--- config.mk ---
export PLATFORM = sky130hd
export DESIGN_NAME = rapcore
export DESIGN_NICKNAME = d
export VERILOG_FILES = /design/src/rtl/rapcore_pkg.sv /design/src/rtl/spi_command_fsm.sv /design/src/rtl/step_pulse_gen.sv /design/src/rtl/phase_driver.sv /design/src/rtl/quad_encoder.sv /design/src/rtl/rapcore.sv
export SDC_FILE = /design/constraint.sdc
export NUM_CORES = 1
export LEC_CHECK = 0
export ABC_AREA = 1
export BUFFER_PORTS_ARGS = -buffer_cell sky130_fd_sc_hd__buf_4
export CAP_MARGIN = 25
export CORE_MARGIN = 2
export CORE_UTILIZATION = 70
export DETAILED_ROUTE_END_ITERATION = 12
export PLACE_DENSITY = 0.91
export SLEW_MARGIN = 40
export SYNTH_ARGS = -nofsm -noshare
export SYNTH_HDL_FRONTEND = slang
export SYNTH_SLANG_ARGS = --single-unit
--- constraint.sdc ---
create_clock -name CLK -period 14.35 [get_ports CLK]
set_input_delay 2.87 -clock CLK [delete_from_list [all_inputs] [get_ports CLK]]
set_output_delay 2.87 -clock CLK [all_outputs]
set_load 0.01 [all_outputs]
--- src/rtl/rapcore_pkg.sv ---
`default_nettype none

package rapcore_pkg;

  // SPI framing
  localparam int frame_bits = 64;

  // Command opcodes, anything else is ignored
  localparam logic [7:0] op_write_cfg = 8'h01;
  localparam logic [7:0] op_move      = 8'h02;

  // Configuration register map
  localparam logic [7:0] reg_microsteps = 8'h01;
  localparam logic [7:0] reg_current    = 8'h02;
  localparam logic [7:0] reg_enable     = 8'h03;

  // Move command fields
  localparam int move_bits = 24;
  localparam logic [move_bits-1:0] min_period = 2;  // Keeps step a single-cycle pulse

  localparam int microstep_bits = 8;  // 256 positions per electrical cycle
  localparam int pwm_bits       = 8;
  localparam int enc_bits       = 32;

  // Quarter-wave sine, sampled at bin centres so both halves mirror exactly
  localparam int sine_entries = 64;
  localparam logic [microstep_bits-1:0] quarter_turn = microstep_bits'(sine_entries);
  localparam logic [pwm_bits-1:0] sine_quarter [sine_entries] = '{
    8'd3,   8'd9,   8'd16,  8'd22,  8'd28,  8'd34,  8'd41,  8'd47,
    8'd53,  8'd59,  8'd65,  8'd71,  8'd77,  8'd83,  8'd89,  8'd95,
    8'd100, 8'd106, 8'd112, 8'd117, 8'd123, 8'd128, 8'd134, 8'd139,
    8'd144, 8'd149, 8'd154, 8'd159, 8'd164, 8'd169, 8'd174, 8'd178,
    8'd183, 8'd187, 8'd191, 8'd195, 8'd199, 8'd203, 8'd207, 8'd210,
    8'd214, 8'd217, 8'd220, 8'd223, 8'd226, 8'd229, 8'd232, 8'd234,
    8'd237, 8'd239, 8'd241, 8'd243, 8'd245, 8'd247, 8'd248, 8'd249,
    8'd251, 8'd252, 8'd253, 8'd253, 8'd254, 8'd255, 8'd255, 8'd255
  };

  // One received frame, viewed by opcode
  typedef union packed {
    struct packed {
      logic [7:0]  opcode;
      logic [7:0]  addr;
      logic [15:0] rsvd;
      logic [31:0] data;
    } cfg;
    struct packed {
      logic [7:0]           opcode;
      logic                 dir;   // 1 is forward
      logic [6:0]           rsvd;
      logic [move_bits-1:0] steps;
      logic [move_bits-1:0] period;
    } move;
  } cmd_word_t;

endpackage

`default_nettype wire

--- src/rtl/spi_command_fsm.sv ---
`timescale 1ns/1ps
`default_nettype none

module spi_command_fsm (
  input  logic                                   CLK,
  input  logic                                   resetn,
  input  logic                                   sck,
  input  logic                                   cs,
  input  logic                                   copi,
  output logic                                   cipo,
  input  logic signed [rapcore_pkg::enc_bits-1:0] enc_count,
  input  logic                                   enc_fault,
  input  logic                                   move_busy,
  output logic                                   move_start,
  output logic                                   move_dir,
  output logic [rapcore_pkg::move_bits-1:0]      move_steps,
  output logic [rapcore_pkg::move_bits-1:0]      move_period,
  output logic [2:0]                             microsteps,
  output logic [7:0]                             current,
  output logic                                   enable
);

  logic [2:0] sck_r;   // Two sync stages plus edge history
  logic [2:0] cs_r;
  logic [1:0] copi_r;
  logic       sck_rise;
  logic       sck_fall;
  logic       cs_fall;
  logic       cs_rise;
  logic       selected;

  logic [rapcore_pkg::frame_bits-1:0]      shreg;
  logic [rapcore_pkg::frame_bits-1:0]      status;
  logic [$clog2(rapcore_pkg::frame_bits):0] bit_cnt;

  rapcore_pkg::cmd_word_t frame_q;
  logic frame_ok;
  logic cfg_hit;
  logic move_hit;
  logic wr_microsteps;
  logic wr_current;
  logic wr_enable;
  logic move_req;

  assign sck_rise = sck_r[1] & ~sck_r[2];
  assign sck_fall = ~sck_r[1] & sck_r[2];
  assign cs_fall  = ~cs_r[1] & cs_r[2];
  assign cs_rise  = cs_r[1] & ~cs_r[2];
  assign selected = ~cs_r[1];

  // Count, fault, busy, then zero fill
  assign status = {enc_count, enc_fault, move_busy,
                   {(rapcore_pkg::frame_bits - rapcore_pkg::enc_bits - 2){1'b0}}};

  always_ff @(posedge CLK) begin
    if (!resetn) begin
      sck_r  <= 3'b000;
      cs_r   <= 3'b111;  // Idle deselected
      copi_r <= 2'b00;
    end else begin
      sck_r  <= {sck_r[1:0], sck};
      cs_r   <= {cs_r[1:0], cs};
      copi_r <= {copi_r[0], copi};
    end
  end

  // Shift register, no reset needed
  always_ff @(posedge CLK) begin
    if (cs_fall) begin
      shreg <= status;
    end else if (sck_rise && selected) begin
      shreg <= {shreg[rapcore_pkg::frame_bits-2:0], copi_r[1]};
    end
  end

  always_ff @(posedge CLK) begin
    if (!resetn) begin
      bit_cnt <= '0;
      cipo    <= 1'b0;
    end else begin
      if (cs_fall) begin
        bit_cnt <= '0;
        cipo    <= status[rapcore_pkg::frame_bits-1];  // MSB ready before first rise
      end else begin
        if (sck_rise && selected && bit_cnt != '1) begin
          bit_cnt <= bit_cnt + 1'b1;  // Saturates so overlong frames stay invalid
        end
        if (sck_fall && selected) begin
          cipo <= shreg[rapcore_pkg::frame_bits-1];
        end
      end
    end
  end

  always_ff @(posedge CLK) begin
    if (cs_rise) begin
      frame_q <= shreg;
    end
  end

  // Decode pipeline: length check, opcode, address, write
  always_ff @(posedge CLK) begin
    if (!resetn) begin
      frame_ok      <= 1'b0;
      cfg_hit       <= 1'b0;
      move_hit      <= 1'b0;
      wr_microsteps <= 1'b0;
      wr_current    <= 1'b0;
      wr_enable     <= 1'b0;
      move_req      <= 1'b0;
    end else begin
      frame_ok      <= cs_rise && (bit_cnt == rapcore_pkg::frame_bits);
      cfg_hit       <= frame_ok && (frame_q.cfg.opcode == rapcore_pkg::op_write_cfg);
      move_hit      <= frame_ok && (frame_q.move.opcode == rapcore_pkg::op_move);
      wr_microsteps <= cfg_hit && (frame_q.cfg.addr == rapcore_pkg::reg_microsteps);
      wr_current    <= cfg_hit && (frame_q.cfg.addr == rapcore_pkg::reg_current);
      wr_enable     <= cfg_hit && (frame_q.cfg.addr == rapcore_pkg::reg_enable);
      move_req      <= move_hit;
    end
  end

  always_ff @(posedge CLK) begin
    if (!resetn) begin
      microsteps <= 3'd0;
      current    <= 8'd0;
      enable     <= 1'b0;
      move_start <= 1'b0;
    end else begin
      move_start <= move_req;  // Dropped downstream if a move is running
      if (wr_microsteps) microsteps <= frame_q.cfg.data[2:0];
      if (wr_current)    current    <= frame_q.cfg.data[7:0];
      if (wr_enable)     enable     <= frame_q.cfg.data[0];
    end
  end

  // Move parameters travel with move_start
  always_ff @(posedge CLK) begin
    if (move_req) begin
      move_dir    <= frame_q.move.dir;
      move_steps  <= frame_q.move.steps;
      move_period <= frame_q.move.period;
    end
  end

endmodule

`default_nettype wire

--- src/rtl/step_pulse_gen.sv ---
`timescale 1ns/1ps
`default_nettype none

module step_pulse_gen (
  input  logic                              CLK,
  input  logic                              resetn,
  input  logic                              move_start,
  input  logic                              move_dir,
  input  logic [rapcore_pkg::move_bits-1:0] move_steps,
  input  logic [rapcore_pkg::move_bits-1:0] move_period,
  output logic                              step,
  output logic                              dir,
  output logic                              move_done,
  output logic                              move_busy
);

  logic                              busy;
  logic [rapcore_pkg::move_bits-1:0] remaining;
  logic [rapcore_pkg::move_bits-1:0] timer;      // Cycles left to the next strobe
  logic [rapcore_pkg::move_bits-1:0] period_q;
  logic [rapcore_pkg::move_bits-1:0] period_min;

  assign period_min = (move_period < rapcore_pkg::min_period) ? rapcore_pkg::min_period
                                                              : move_period;
  assign move_busy  = busy;

  always_ff @(posedge CLK) begin
    if (!resetn) begin
      busy      <= 1'b0;
      step      <= 1'b0;
      dir       <= 1'b0;
      move_done <= 1'b0;
      remaining <= '0;
      timer     <= '0;
      period_q  <= '0;
    end else begin
      step      <= 1'b0;
      move_done <= 1'b0;
      if (move_start && !busy) begin
        dir <= move_dir;
        if (move_steps == '0) begin
          move_done <= 1'b1;  // Empty move finishes at once
        end else begin
          busy      <= 1'b1;
          remaining <= move_steps;
          timer     <= period_min - 1'b1;  // First strobe lands period cycles out
          period_q  <= period_min;
        end
      end else if (busy) begin
        if (timer == 1) begin
          step      <= 1'b1;
          timer     <= period_q;
          remaining <= remaining - 1'b1;
          if (remaining == 1) begin
            busy      <= 1'b0;
            move_done <= 1'b1;  // Same cycle as the last strobe
          end
        end else begin
          timer <= timer - 1'b1;
        end
      end
    end
  end

endmodule

`default_nettype wire

--- src/rtl/phase_driver.sv ---
`timescale 1ns/1ps
`default_nettype none

module phase_driver (
  input  logic       CLK,
  input  logic       resetn,
  input  logic       step,
  input  logic       dir,
  input  logic       enable,
  input  logic [2:0] microsteps,
  input  logic [7:0] current,
  output logic       phase_a1,
  output logic       phase_a2,
  output logic       phase_b1,
  output logic       phase_b2
);

  logic [rapcore_pkg::microstep_bits-1:0] pos;
  logic [rapcore_pkg::microstep_bits-1:0] cos_pos;
  logic [rapcore_pkg::microstep_bits:0]   step_size;
  logic [2:0]                             shift;
  logic [rapcore_pkg::pwm_bits-1:0]       pwm_cnt;
  logic [rapcore_pkg::pwm_bits-1:0]       mag_a;
  logic [rapcore_pkg::pwm_bits-1:0]       mag_b;
  logic [rapcore_pkg::pwm_bits-1:0]       duty_a;
  logic [rapcore_pkg::pwm_bits-1:0]       duty_b;
  logic [2*rapcore_pkg::pwm_bits-1:0]     prod_a;
  logic [2*rapcore_pkg::pwm_bits-1:0]     prod_b;
  logic                                   neg_a;
  logic                                   neg_b;

  // Mirror the index in odd quadrants
  function automatic logic [rapcore_pkg::pwm_bits-1:0] sine_mag(
    input logic [rapcore_pkg::microstep_bits-1:0] p
  );
    logic [$clog2(rapcore_pkg::sine_entries)-1:0] idx;
    idx = p[rapcore_pkg::microstep_bits-2] ? ~p[rapcore_pkg::microstep_bits-3:0]
                                           : p[rapcore_pkg::microstep_bits-3:0];
    return rapcore_pkg::sine_quarter[idx];
  endfunction

  assign shift     = (microsteps > 3'd6) ? 3'd6 : microsteps;
  assign step_size = {1'b1, {rapcore_pkg::microstep_bits{1'b0}}} >> shift;
  assign cos_pos   = pos + rapcore_pkg::quarter_turn;  // cos(x) = sin(x + 90)
  assign mag_a     = sine_mag(cos_pos);
  assign mag_b     = sine_mag(pos);
  assign prod_a    = mag_a * current;
  assign prod_b    = mag_b * current;

  always_ff @(posedge CLK) begin
    if (!resetn) begin
      pos <= '0;
    end else if (step) begin
      pos <= dir ? pos + step_size[rapcore_pkg::microstep_bits-1:0]
                 : pos - step_size[rapcore_pkg::microstep_bits-1:0];
    end
  end

  // Duty and polarity only change at PWM wrap
  always_ff @(posedge CLK) begin
    if (!resetn) begin
      pwm_cnt <= '0;
      duty_a  <= '0;
      duty_b  <= '0;
      neg_a   <= 1'b0;
      neg_b   <= 1'b0;
    end else begin
      pwm_cnt <= pwm_cnt + 1'b1;
      if (pwm_cnt == '1) begin
        duty_a <= prod_a[2*rapcore_pkg::pwm_bits-1:rapcore_pkg::pwm_bits];
        duty_b <= prod_b[2*rapcore_pkg::pwm_bits-1:rapcore_pkg::pwm_bits];
        neg_a  <= cos_pos[rapcore_pkg::microstep_bits-1];
        neg_b  <= pos[rapcore_pkg::microstep_bits-1];
      end
    end
  end

  // One side of each bridge switches, the other stays low
  assign phase_a1 = enable & ~neg_a & (pwm_cnt < duty_a);
  assign phase_a2 = enable &  neg_a & (pwm_cnt < duty_a);
  assign phase_b1 = enable & ~neg_b & (pwm_cnt < duty_b);
  assign phase_b2 = enable &  neg_b & (pwm_cnt < duty_b);

endmodule

`default_nettype wire

--- src/rtl/quad_encoder.sv ---
`timescale 1ns/1ps
`default_nettype none

module quad_encoder (
  input  logic                                   CLK,
  input  logic                                   resetn,
  input  logic                                   enc_a,
  input  logic                                   enc_b,
  output logic signed [rapcore_pkg::enc_bits-1:0] enc_count,
  output logic                                   enc_fault
);

  logic [1:0] a_r;
  logic [1:0] b_r;
  logic [1:0] ab_now;
  logic [1:0] ab_prev;

  assign ab_now = {a_r[1], b_r[1]};

  always_ff @(posedge CLK) begin
    if (!resetn) begin
      a_r     <= 2'b00;
      b_r     <= 2'b00;
      ab_prev <= 2'b00;
    end else begin
      a_r     <= {a_r[0], enc_a};
      b_r     <= {b_r[0], enc_b};
      ab_prev <= ab_now;
    end
  end

  // x4 decode with A leading B counting up
  always_ff @(posedge CLK) begin
    if (!resetn) begin
      enc_count <= '0;
      enc_fault <= 1'b0;
    end else begin
      case ({ab_prev, ab_now})
        4'b0010, 4'b1011, 4'b1101, 4'b0100: begin
          enc_count <= enc_count + 1;
        end
        4'b0001, 4'b0111, 4'b1110, 4'b1000: begin
          enc_count <= enc_count - 1;
        end
        4'b0011, 4'b1100, 4'b0110, 4'b1001: begin
          enc_fault <= 1'b1;  // Lost step stays flagged until reset
        end
        default: begin
          enc_count <= enc_count;
        end
      endcase
    end
  end

endmodule

`default_nettype wire

--- src/rtl/rapcore.sv ---
`timescale 1ns/1ps
`default_nettype none

module rapcore (
  input  logic CLK,
  input  logic resetn,
  input  logic sck,
  input  logic cs,
  input  logic copi,
  output logic cipo,
  input  logic enc_a,
  input  logic enc_b,
  output logic phase_a1,
  output logic phase_a2,
  output logic phase_b1,
  output logic phase_b2,
  output logic step,
  output logic dir,
  output logic move_done
);

  logic                                   move_start;
  logic                                   move_dir;
  logic [rapcore_pkg::move_bits-1:0]      move_steps;
  logic [rapcore_pkg::move_bits-1:0]      move_period;
  logic                                   move_busy;
  logic [2:0]                             microsteps;
  logic [7:0]                             current;
  logic                                   enable;
  logic signed [rapcore_pkg::enc_bits-1:0] enc_count;
  logic                                   enc_fault;

  // Host command port
  spi_command_fsm spi_fsm (
    .CLK         (CLK),
    .resetn      (resetn),
    .sck         (sck),
    .cs          (cs),
    .copi        (copi),
    .cipo        (cipo),
    .enc_count   (enc_count),
    .enc_fault   (enc_fault),
    .move_busy   (move_busy),
    .move_start  (move_start),
    .move_dir    (move_dir),
    .move_steps  (move_steps),
    .move_period (move_period),
    .microsteps  (microsteps),
    .current     (current),
    .enable      (enable)
  );

  step_pulse_gen stepper (
    .CLK         (CLK),
    .resetn      (resetn),
    .move_start  (move_start),
    .move_dir    (move_dir),
    .move_steps  (move_steps),
    .move_period (move_period),
    .step        (step),
    .dir         (dir),
    .move_done   (move_done),
    .move_busy   (move_busy)
  );

  phase_driver phases (
    .CLK        (CLK),
    .resetn     (resetn),
    .step       (step),
    .dir        (dir),
    .enable     (enable),
    .microsteps (microsteps),
    .current    (current),
    .phase_a1   (phase_a1),
    .phase_a2   (phase_a2),
    .phase_b1   (phase_b1),
    .phase_b2   (phase_b2)
  );

  quad_encoder encoder (
    .CLK       (CLK),
    .resetn    (resetn),
    .enc_a     (enc_a),
    .enc_b     (enc_b),
    .enc_count (enc_count),
    .enc_fault (enc_fault)
  );

endmodule

`default_nettype wire

# ---- Yosys cells after proc, flatten, opt, wreduce, memory -nomap -nowiden
# Memories as Yosys holds them, arrays and structs flattened.
# Cells that the tools add are included.
dict set report totals {
  reg_bits 362
  mem_bits_ro 1024
  input_bits 7
  output_inout_bits 8
  elab_cells 167
  mem_count 2
}
dict set report classes {
  add_sub_neg 10
  mul 2
  order_cmp 6
  n_eq_ne 23
  shift 1
  muxes 33
  n_bitwise 25
  n_reduce_logical 25
}
# name depth width rd rd_clocked_by_memory_dff write_ports line_no
set memory_table {}
lappend memory_table {{(name not given)} 64 8 1 0 0 phase_driver.sv:39} ;# return rapcore_pkg::sine_quarter[idx];
lappend memory_table {{(name not given)} 64 8 1 0 0 phase_driver.sv:39}
# op n
set op_table {}
lappend op_table {{$mux 24} 9}
lappend op_table {{$mux 64} 2}
lappend op_table {{$sub 24x1->24 const B} 3}
lappend op_table {{$pmux 32 s2} 1}
lappend op_table {{$eq 24x1->1 const B} 2}
lappend op_table {{$mux 8} 5}
lappend op_table {{$add 32x2->32 const B} 1}
lappend op_table {{$mul 8x8->16} 2}
lappend op_table {{$sub 32x2->32 const B} 1}
lappend op_table {{$eq 4x4->1 const B} 6}
lappend op_table {{$eq 8x2->1 const B} 3}
lappend op_table {{$logic_not 24->1} 1}
lappend op_table {{$lt 24x2->1 const B} 1}
lappend op_table {{$eq 8x1->1 const B} 2}
lappend op_table {{$lt 8x8->1} 2}
lappend op_table {{$ge 7x7->1 const B} 2}
lappend op_table {{$not 6->7} 2}
lappend op_table {{$mux 1} 13}
lappend op_table {{$and 1x1->1} 12}
lappend op_table {{$eq 4x3->1 const B} 3}
lappend op_table {{$mux 6} 2}
lappend op_table {{$not 6->6} 2}
lappend op_table {{$reduce_or 4->1} 3}
lappend op_table {{$logic_and 1x1->1} 10}
lappend op_table {{21 further kinds} 35}

# ---- Logic depth before layout (Yosys ltp)
dict set report logic_depth {
  depth_word 8
  ltp_mapped 32
  ltp_nobuf 31
}

# ---- Modules after synthesis
# Synthesis repeated with hierarchy kept, for this count alone.
dict set report unflattened {
  hier_cells 3157
  area_unflattened_um2 23600.1
}
# module instances cells_each area_per_inst_um2 seq_area_each_um2
set modules_own_cells {}
lappend modules_own_cells {spi_command_fsm 1 567 7433.4 5735.5}
lappend modules_own_cells {phase_driver 1 1038 7139.3 660.6}
lappend modules_own_cells {step_pulse_gen 1 849 5161.2 1521.5}
lappend modules_own_cells {quad_encoder 1 703 3866.2 780.7}

# ---- Worst setup path after synthesis
# Ideal clock, no wire load.
dict set report synth_path {
  kind {reg2reg}
  start {reg phases.pos[1] in the netlist's numbering}
  end {reg phases.duty_a[5] in the netlist's numbering}
  setup_ps 115
  t_arrival_ps 5558
  required_ps 14235
  path_slack_ps 8676
  path_stages_with_launch 30
  n_path_buf 1
  period_less_slack_ps 5674
  path_cell_list {dfxtp_1 clkbuf_1 inv_1 ha_1 inv_1 ha_1 inv_1 nand3_1 nand2_1 nand2_1 o2111ai_1 nand2_1 inv_1 nor2_1 fa_1 fa_1 fa_1 inv_1 fa_1 inv_1 ha_1 a21o_1 nor2_1 nor3_1 a211oi_1 nand2_1 nand2_1 nand2_1 o21ai_0 inv_1}
}
dict set report synth_between {
  elab_chain_len 8
}
# item line_no
set synth_rtl {}
lappend synth_rtl {{from (decl)} phase_driver.sv:18} ;# logic [rapcore_pkg::microstep_bits-1:0] pos;
lappend synth_rtl {{from (signal assigned)} phase_driver.sv:54} ;# pos <= dir ? pos + step_size[rapcore_pkg::microstep_bits-1:0]
lappend synth_rtl {{$add 8x7->8 *} phase_driver.sv:44} ;# assign cos_pos = pos + rapcore_pkg::quarter_turn;
lappend synth_rtl {{$not 6->6} phase_driver.sv:37} ;# idx = p[rapcore_pkg::microstep_bits-2] ? ~p[rapcore_pkg::microstep_bits-3:0]
lappend synth_rtl {{$mux 6 *} phase_driver.sv:37}
lappend synth_rtl {{$not 6->7 (not written as such) *} phase_driver.sv:39}
lappend synth_rtl {{$mem_v2 64x8 *} --}
lappend synth_rtl {{$mux 8 (not written as such) * (2 in a row)} phase_driver.sv:39}
lappend synth_rtl {{$mul 8x8->16 *} phase_driver.sv:47} ;# assign prod_a = mag_a * current;
lappend synth_rtl {{to (signal assigned)} phase_driver.sv:70} ;# duty_a <= prod_a[2*rapcore_pkg::pwm_bits-1:rapcore_pkg::pwm_bits];
lappend synth_rtl {{to (decl)} phase_driver.sv:25} ;# logic [rapcore_pkg::pwm_bits-1:0] duty_a;
# Mark *: on every way between the ends. The rest lies on a longest branch, timed or not. The select of a mux whose other input is x is not followed.
# A chain may end at the register's enable or synchronous reset.

# ---- Worst setup path after layout
dict set report layout_path {
  start {reg phases.pos[1] in the netlist's numbering}
  end {reg phases.duty_b[6] in the netlist's numbering}
}
dict set report layout_between {
  elab_chain_len 7
}
# item line_no
set layout_rtl {}
lappend layout_rtl {{$not 6->6} phase_driver.sv:37}
lappend layout_rtl {{$mux 6 *} phase_driver.sv:37}
lappend layout_rtl {{$not 6->7 (not written as such) *} phase_driver.sv:39}
lappend layout_rtl {{$mem_v2 64x8 *} --}
lappend layout_rtl {{$mux 8 (not written as such) * (2 in a row)} phase_driver.sv:39}
lappend layout_rtl {{$mul 8x8->16 *} phase_driver.sv:48} ;# assign prod_b = mag_b * current;
lappend layout_rtl {{to (signal assigned)} phase_driver.sv:71} ;# duty_b <= prod_b[2*rapcore_pkg::pwm_bits-1:rapcore_pkg::pwm_bits];
lappend layout_rtl {{to (decl)} phase_driver.sv:26} ;# logic [rapcore_pkg::pwm_bits-1:0] duty_b;
# Marked as above.

==> impl_metrics.csv <==
group,metric,value,unit
timing,hold_viol_final,0,
grt,grt_usage,34.65,%
placed_design,dp_slack,7.495,ns
worst_setup_path,critPathLaunch,"phases.pos[1]",
synth,synth_flop_cell,"dfxtp_1",
clocking,path_clk_slew,0.06,ns
worst_setup_path,crit_required,14.79,ns
worst_setup_path,cp-end-kind,"register",
power,p_clk_share,45.4,%
timing,fin_skew,0.03109,ns
timing,fin_crit_sh,46.90,%
worst_setup_path,crit_slowest_cell,"dfxtp_1",
synth,syn_nets,3036,
layout,nets,3014,
worst_setup_path,endpoint,"phases.duty_b[6]",
drt,avgRoutedWirePerCell,17.66,µm
clocking,clk_latency,0.55,ns
floorplan,core_region_area,0.03147,mm²
synth,synth.distinct_cells,58,
worst_setup_path,arrival,7.17,ns
timing,finalCriticalPeriod,6.729,ns
floorplan,die_x,182.4,µm
power,p_comb_share,5.9,%
timing,report.final.setup_viol,0,
worst_setup_path,start_kind,"register",
layout,final_core_util,76.08,%
drt,num_vias,19870,
worst_setup_path,rr_worst_depth,23,
worst_setup_path,r2r_end,"phases.duty_b[6]",
clocking,numCtsBuffers,39,
floorplan,initial_core_util,70.80,%
layout,antennaDiodeCount,0,
placed_design,dp.final_hpwl,39520,µm
grt,grt_pass1_wl,94080,µm
worst_setup_path,critical_path.cell_chain,"inv_1, ha_1, inv_1, nor2_1, inv_1, o211ai_1, a21oi_1, a21oi_1, o221ai_1, nor2_1, fa_1, fa_1, fa_1, inv_1, fa_1, inv_1, ha_1, a21oi_1, o21ai_0, a221oi_1, a21oi_1, nor2_1, nor2_1",
timing,rsz0062_at_grt,"false",
power,seqPwrFrac,48.7,%
drt,drtAntennaViolNets,0,
worst_setup_path,r2r-start,"phases.pos[1]",
floorplan,rows,65,
power,ir_worst_vdd,0.09575,mV
placed_design,finalWeightedCongestion,1.003,
timing,fin_setup_tns,0,ns
synth,synth.yosys.seq_area_share,39.04,%
drt,drt_iter0_drc,2040,
clocking,post_cts_buffers,0,
power,leakage,10.90,nW
drt,vias_per_cell,6.154,
clocking,clkSinkCount,361,
worst_hold_path,hold_start,"spi_fsm.frame_q[45]",
timing,worst_slack,7.621,ns
placed_design,io_buffer_count,14,
power,switching_share,23.79,%
worst_setup_path,max_stage_delay,0.64,ns
synth,synth_area_per_cell,7.907,µm²
synth,ys_warn_count,0,
floorplan,dieArea,0.03328,mm²
clocking,htree_levels,2,
synth,netlist_area,0.02228,mm²
layout,area_growth,7.463,%
drt,route.detailed.drc,0,
layout,drive_above_1_share,5.202,%
drt,first_pass_iters,6,
grt,antenna_found_initial,0,
synth,async_flop_share,0,%
clocking,clk_path_buf_depth,3,
clocking,cts_hold_buffers,0,
drt,wl,57020,µm
worst_setup_path,crit_top_cell,"inv_1",
power,power.internal,1.739,mW
worst_setup_path,crit_fanout,12,
synth,synth_seq_cells,361,
power,p_sw,0.5429,mW
timing,report.final.slew_viol_count,0,
clocking,cts_tree,"done",
floorplan,fp.dieH,182.4,µm
clocking,cts_resized,0,
outcome,status,"finished, final reports clean",
worst_setup_path,path_class,"register to register",
worst_hold_path,hold_path_class,"register to register",
grt,grt_pass1_vias,19460,
timing,worstMarginPinSlew,0.8628,ns
worst_setup_path,r2r_slack,7.62,ns
run,max_cap_violations,0,
power,p_per_area,95.31,mW/mm²
synth,synth_edf_count,147,
timing,relSlewSlack,42.48,%
clocking,cts-root-buf,"clkbuf_16",
grt,overflow,0,
synth,synthCells,2818,
floorplan,num_io_pins,15,
layout,fill_cells,2205,
grt,grt_max_degree,86,
timing,fmax,148.6,MHz
-- layer usage --
metal,wire length (µm),GRT usage (%),vias to the layer above
met3,4938,5.528,185
met5,0,0,-
li1,-,-,9293
met4,1966,13.19,0
met1,22750,44.08,9312
met2,27370,59.80,1075
-- stage by stage --
| step | total power [mW] | cells | hold WS, ns | area, µm² |
|---|---|---|---|---|
| 2_1_floorplan | 1.226 | 2818 | 0.3905 | 22280 |
| 3_3_place_gp | 1.251 | 3157 | 0.3914 | 22630 |
| 3_5_place_dp | 1.263 | 3157 | 0.4023 | 22630 |
| 4_1_cts | 2.287 | 3228 | 0.4070 | 23930 |
| 5_1_grt | 2.347 | 3228 | 0.4109 | 23950 |
| 6_report | 2.282 | 3228 | 0.4070 | 23950 |
-- power by group through the flow --
stage	clock network (mW)	registers [mW]	logic [mW]
floorplan	0	1.13	0.0991
global placement	0	1.13	0.122
detailed placement	0	1.13	0.130
CTS	1.04	1.11	0.132
global route	1.08	1.11	0.151
finish	1.04	1.11	0.134
-- layout make-up --
class | count | area, µm² | area share [%]
clock inverters | 25 | 289.0 | 1.207
repair buffers | 31 | 240.2 | 1.003
clock buffers | 46 | 1012 | 4.227
inverters | 412 | 1553 | 6.484
well taps | 402 | 503.0 | 2.101
flip-flops and latches | 361 | 8703 | 36.35
multi-input cells | 1951 | 11640 | 48.63
-- placed cells by master (no fill, tap or decap), types with 7 or more instances in the layout --
cell type and instances:
a21oi_1 223, dfxtp_1 212, a31oi_1 21, o211ai_1 35, xor2_1 40, or2_2 11, o21ai_0 269, nor4_1 18
nor3_1 31, nand2_2 11, edfxtp_1 147, buf_4 29, o221ai_1 7, clkbuf_16 39, fa_1 72, ha_1 139
nand3_1 136, inv_2 7, nand4_1 28, a21o_1 13, xnor2_1 19, nand2_1 414, o21bai_1 10, inv_1 402
clkinv_2 7, nor2_1 384
-- flip-flops by register name (all words and copies together), names as in the netlist, 2 cells and up --
name,cells
spi_fsm.frame_q,64
spi_fsm.bit_cnt,7
spi_fsm.shreg,64
phases.pos,7
phases.duty_b,8
phases.duty_a,8
stepper.remaining,24
stepper.timer,24
encoder.a_r,2
encoder.ab_prev,2
encoder.enc_count,32
spi_fsm.cs_r,3
spi_fsm.move_steps,24
spi_fsm.microsteps,3
stepper.period_q,24
phases.pwm_cnt,8
spi_fsm.sck_r,3
encoder.b_r,2
spi_fsm.move_period,24
spi_fsm.copi_r,2
spi_fsm.current,8
-- synth_stat cells (41+ instances only) --
cell type,count,area share (%)
nand2_1,415,7.0
inv_1,404,6.8
nor2_1,386,6.5
o21ai_0,269,6.0
a21oi_1,224,5.0
dfxtp_1,214,19
edfxtp_1,147,20
ha_1,139,7.8
nand3_1,136,3.1
clkbuf_1,77,1.3
fa_1,72,6.5
xor2_1,41,1.6
-- critical path, delay by kind of cell (launching register included) --
kind | cells | cell delay (ns)
and+or+nand+nor | 4 | 0.45
buffers and inverters | 5 | 0.71
adders and majority gates | 6 | 2.95
DFF | 1 | 0.64
AOI/OAI and AO/OA | 8 | 1.87
-- how the worst min path moves through the flow --
| stage | end | slack (ns) | depth (start not counted) |
|---|---|---|---|
| 2_1_floorplan | encoder.a_r[1] | 0.39 | 2 |
| 3_3_place_gp | encoder.a_r[1] | 0.39 | 2 |
| 3_5_place_dp | spi_fsm.sck_r[1] | 0.40 | 2 |
| 4_1_cts | spi_fsm.move_period[9] | 0.41 | 0 |
| 5_1_grt | spi_fsm.move_steps[18] | 0.41 | 0 |
| 6_report | spi_fsm.move_steps[21] | 0.41 | 0 |
-- cell families (layout without fill, tap and decap cells) --
kind of cell	count (synthesis)	after routing	share of synthesized area, %
XOR/XNOR	60	60	2.358
other	1	1	0.01683
AND/OR/NAND/NOR	1055	1055	19.97
flip-flops	361	361	39.04
adder cells (fa/ha/maj)	211	211	14.27
buffers and inverters	506	514	8.810
AO/OA/AOI/OAI	624	624	15.53
Power figures use the tool's default switching activity.
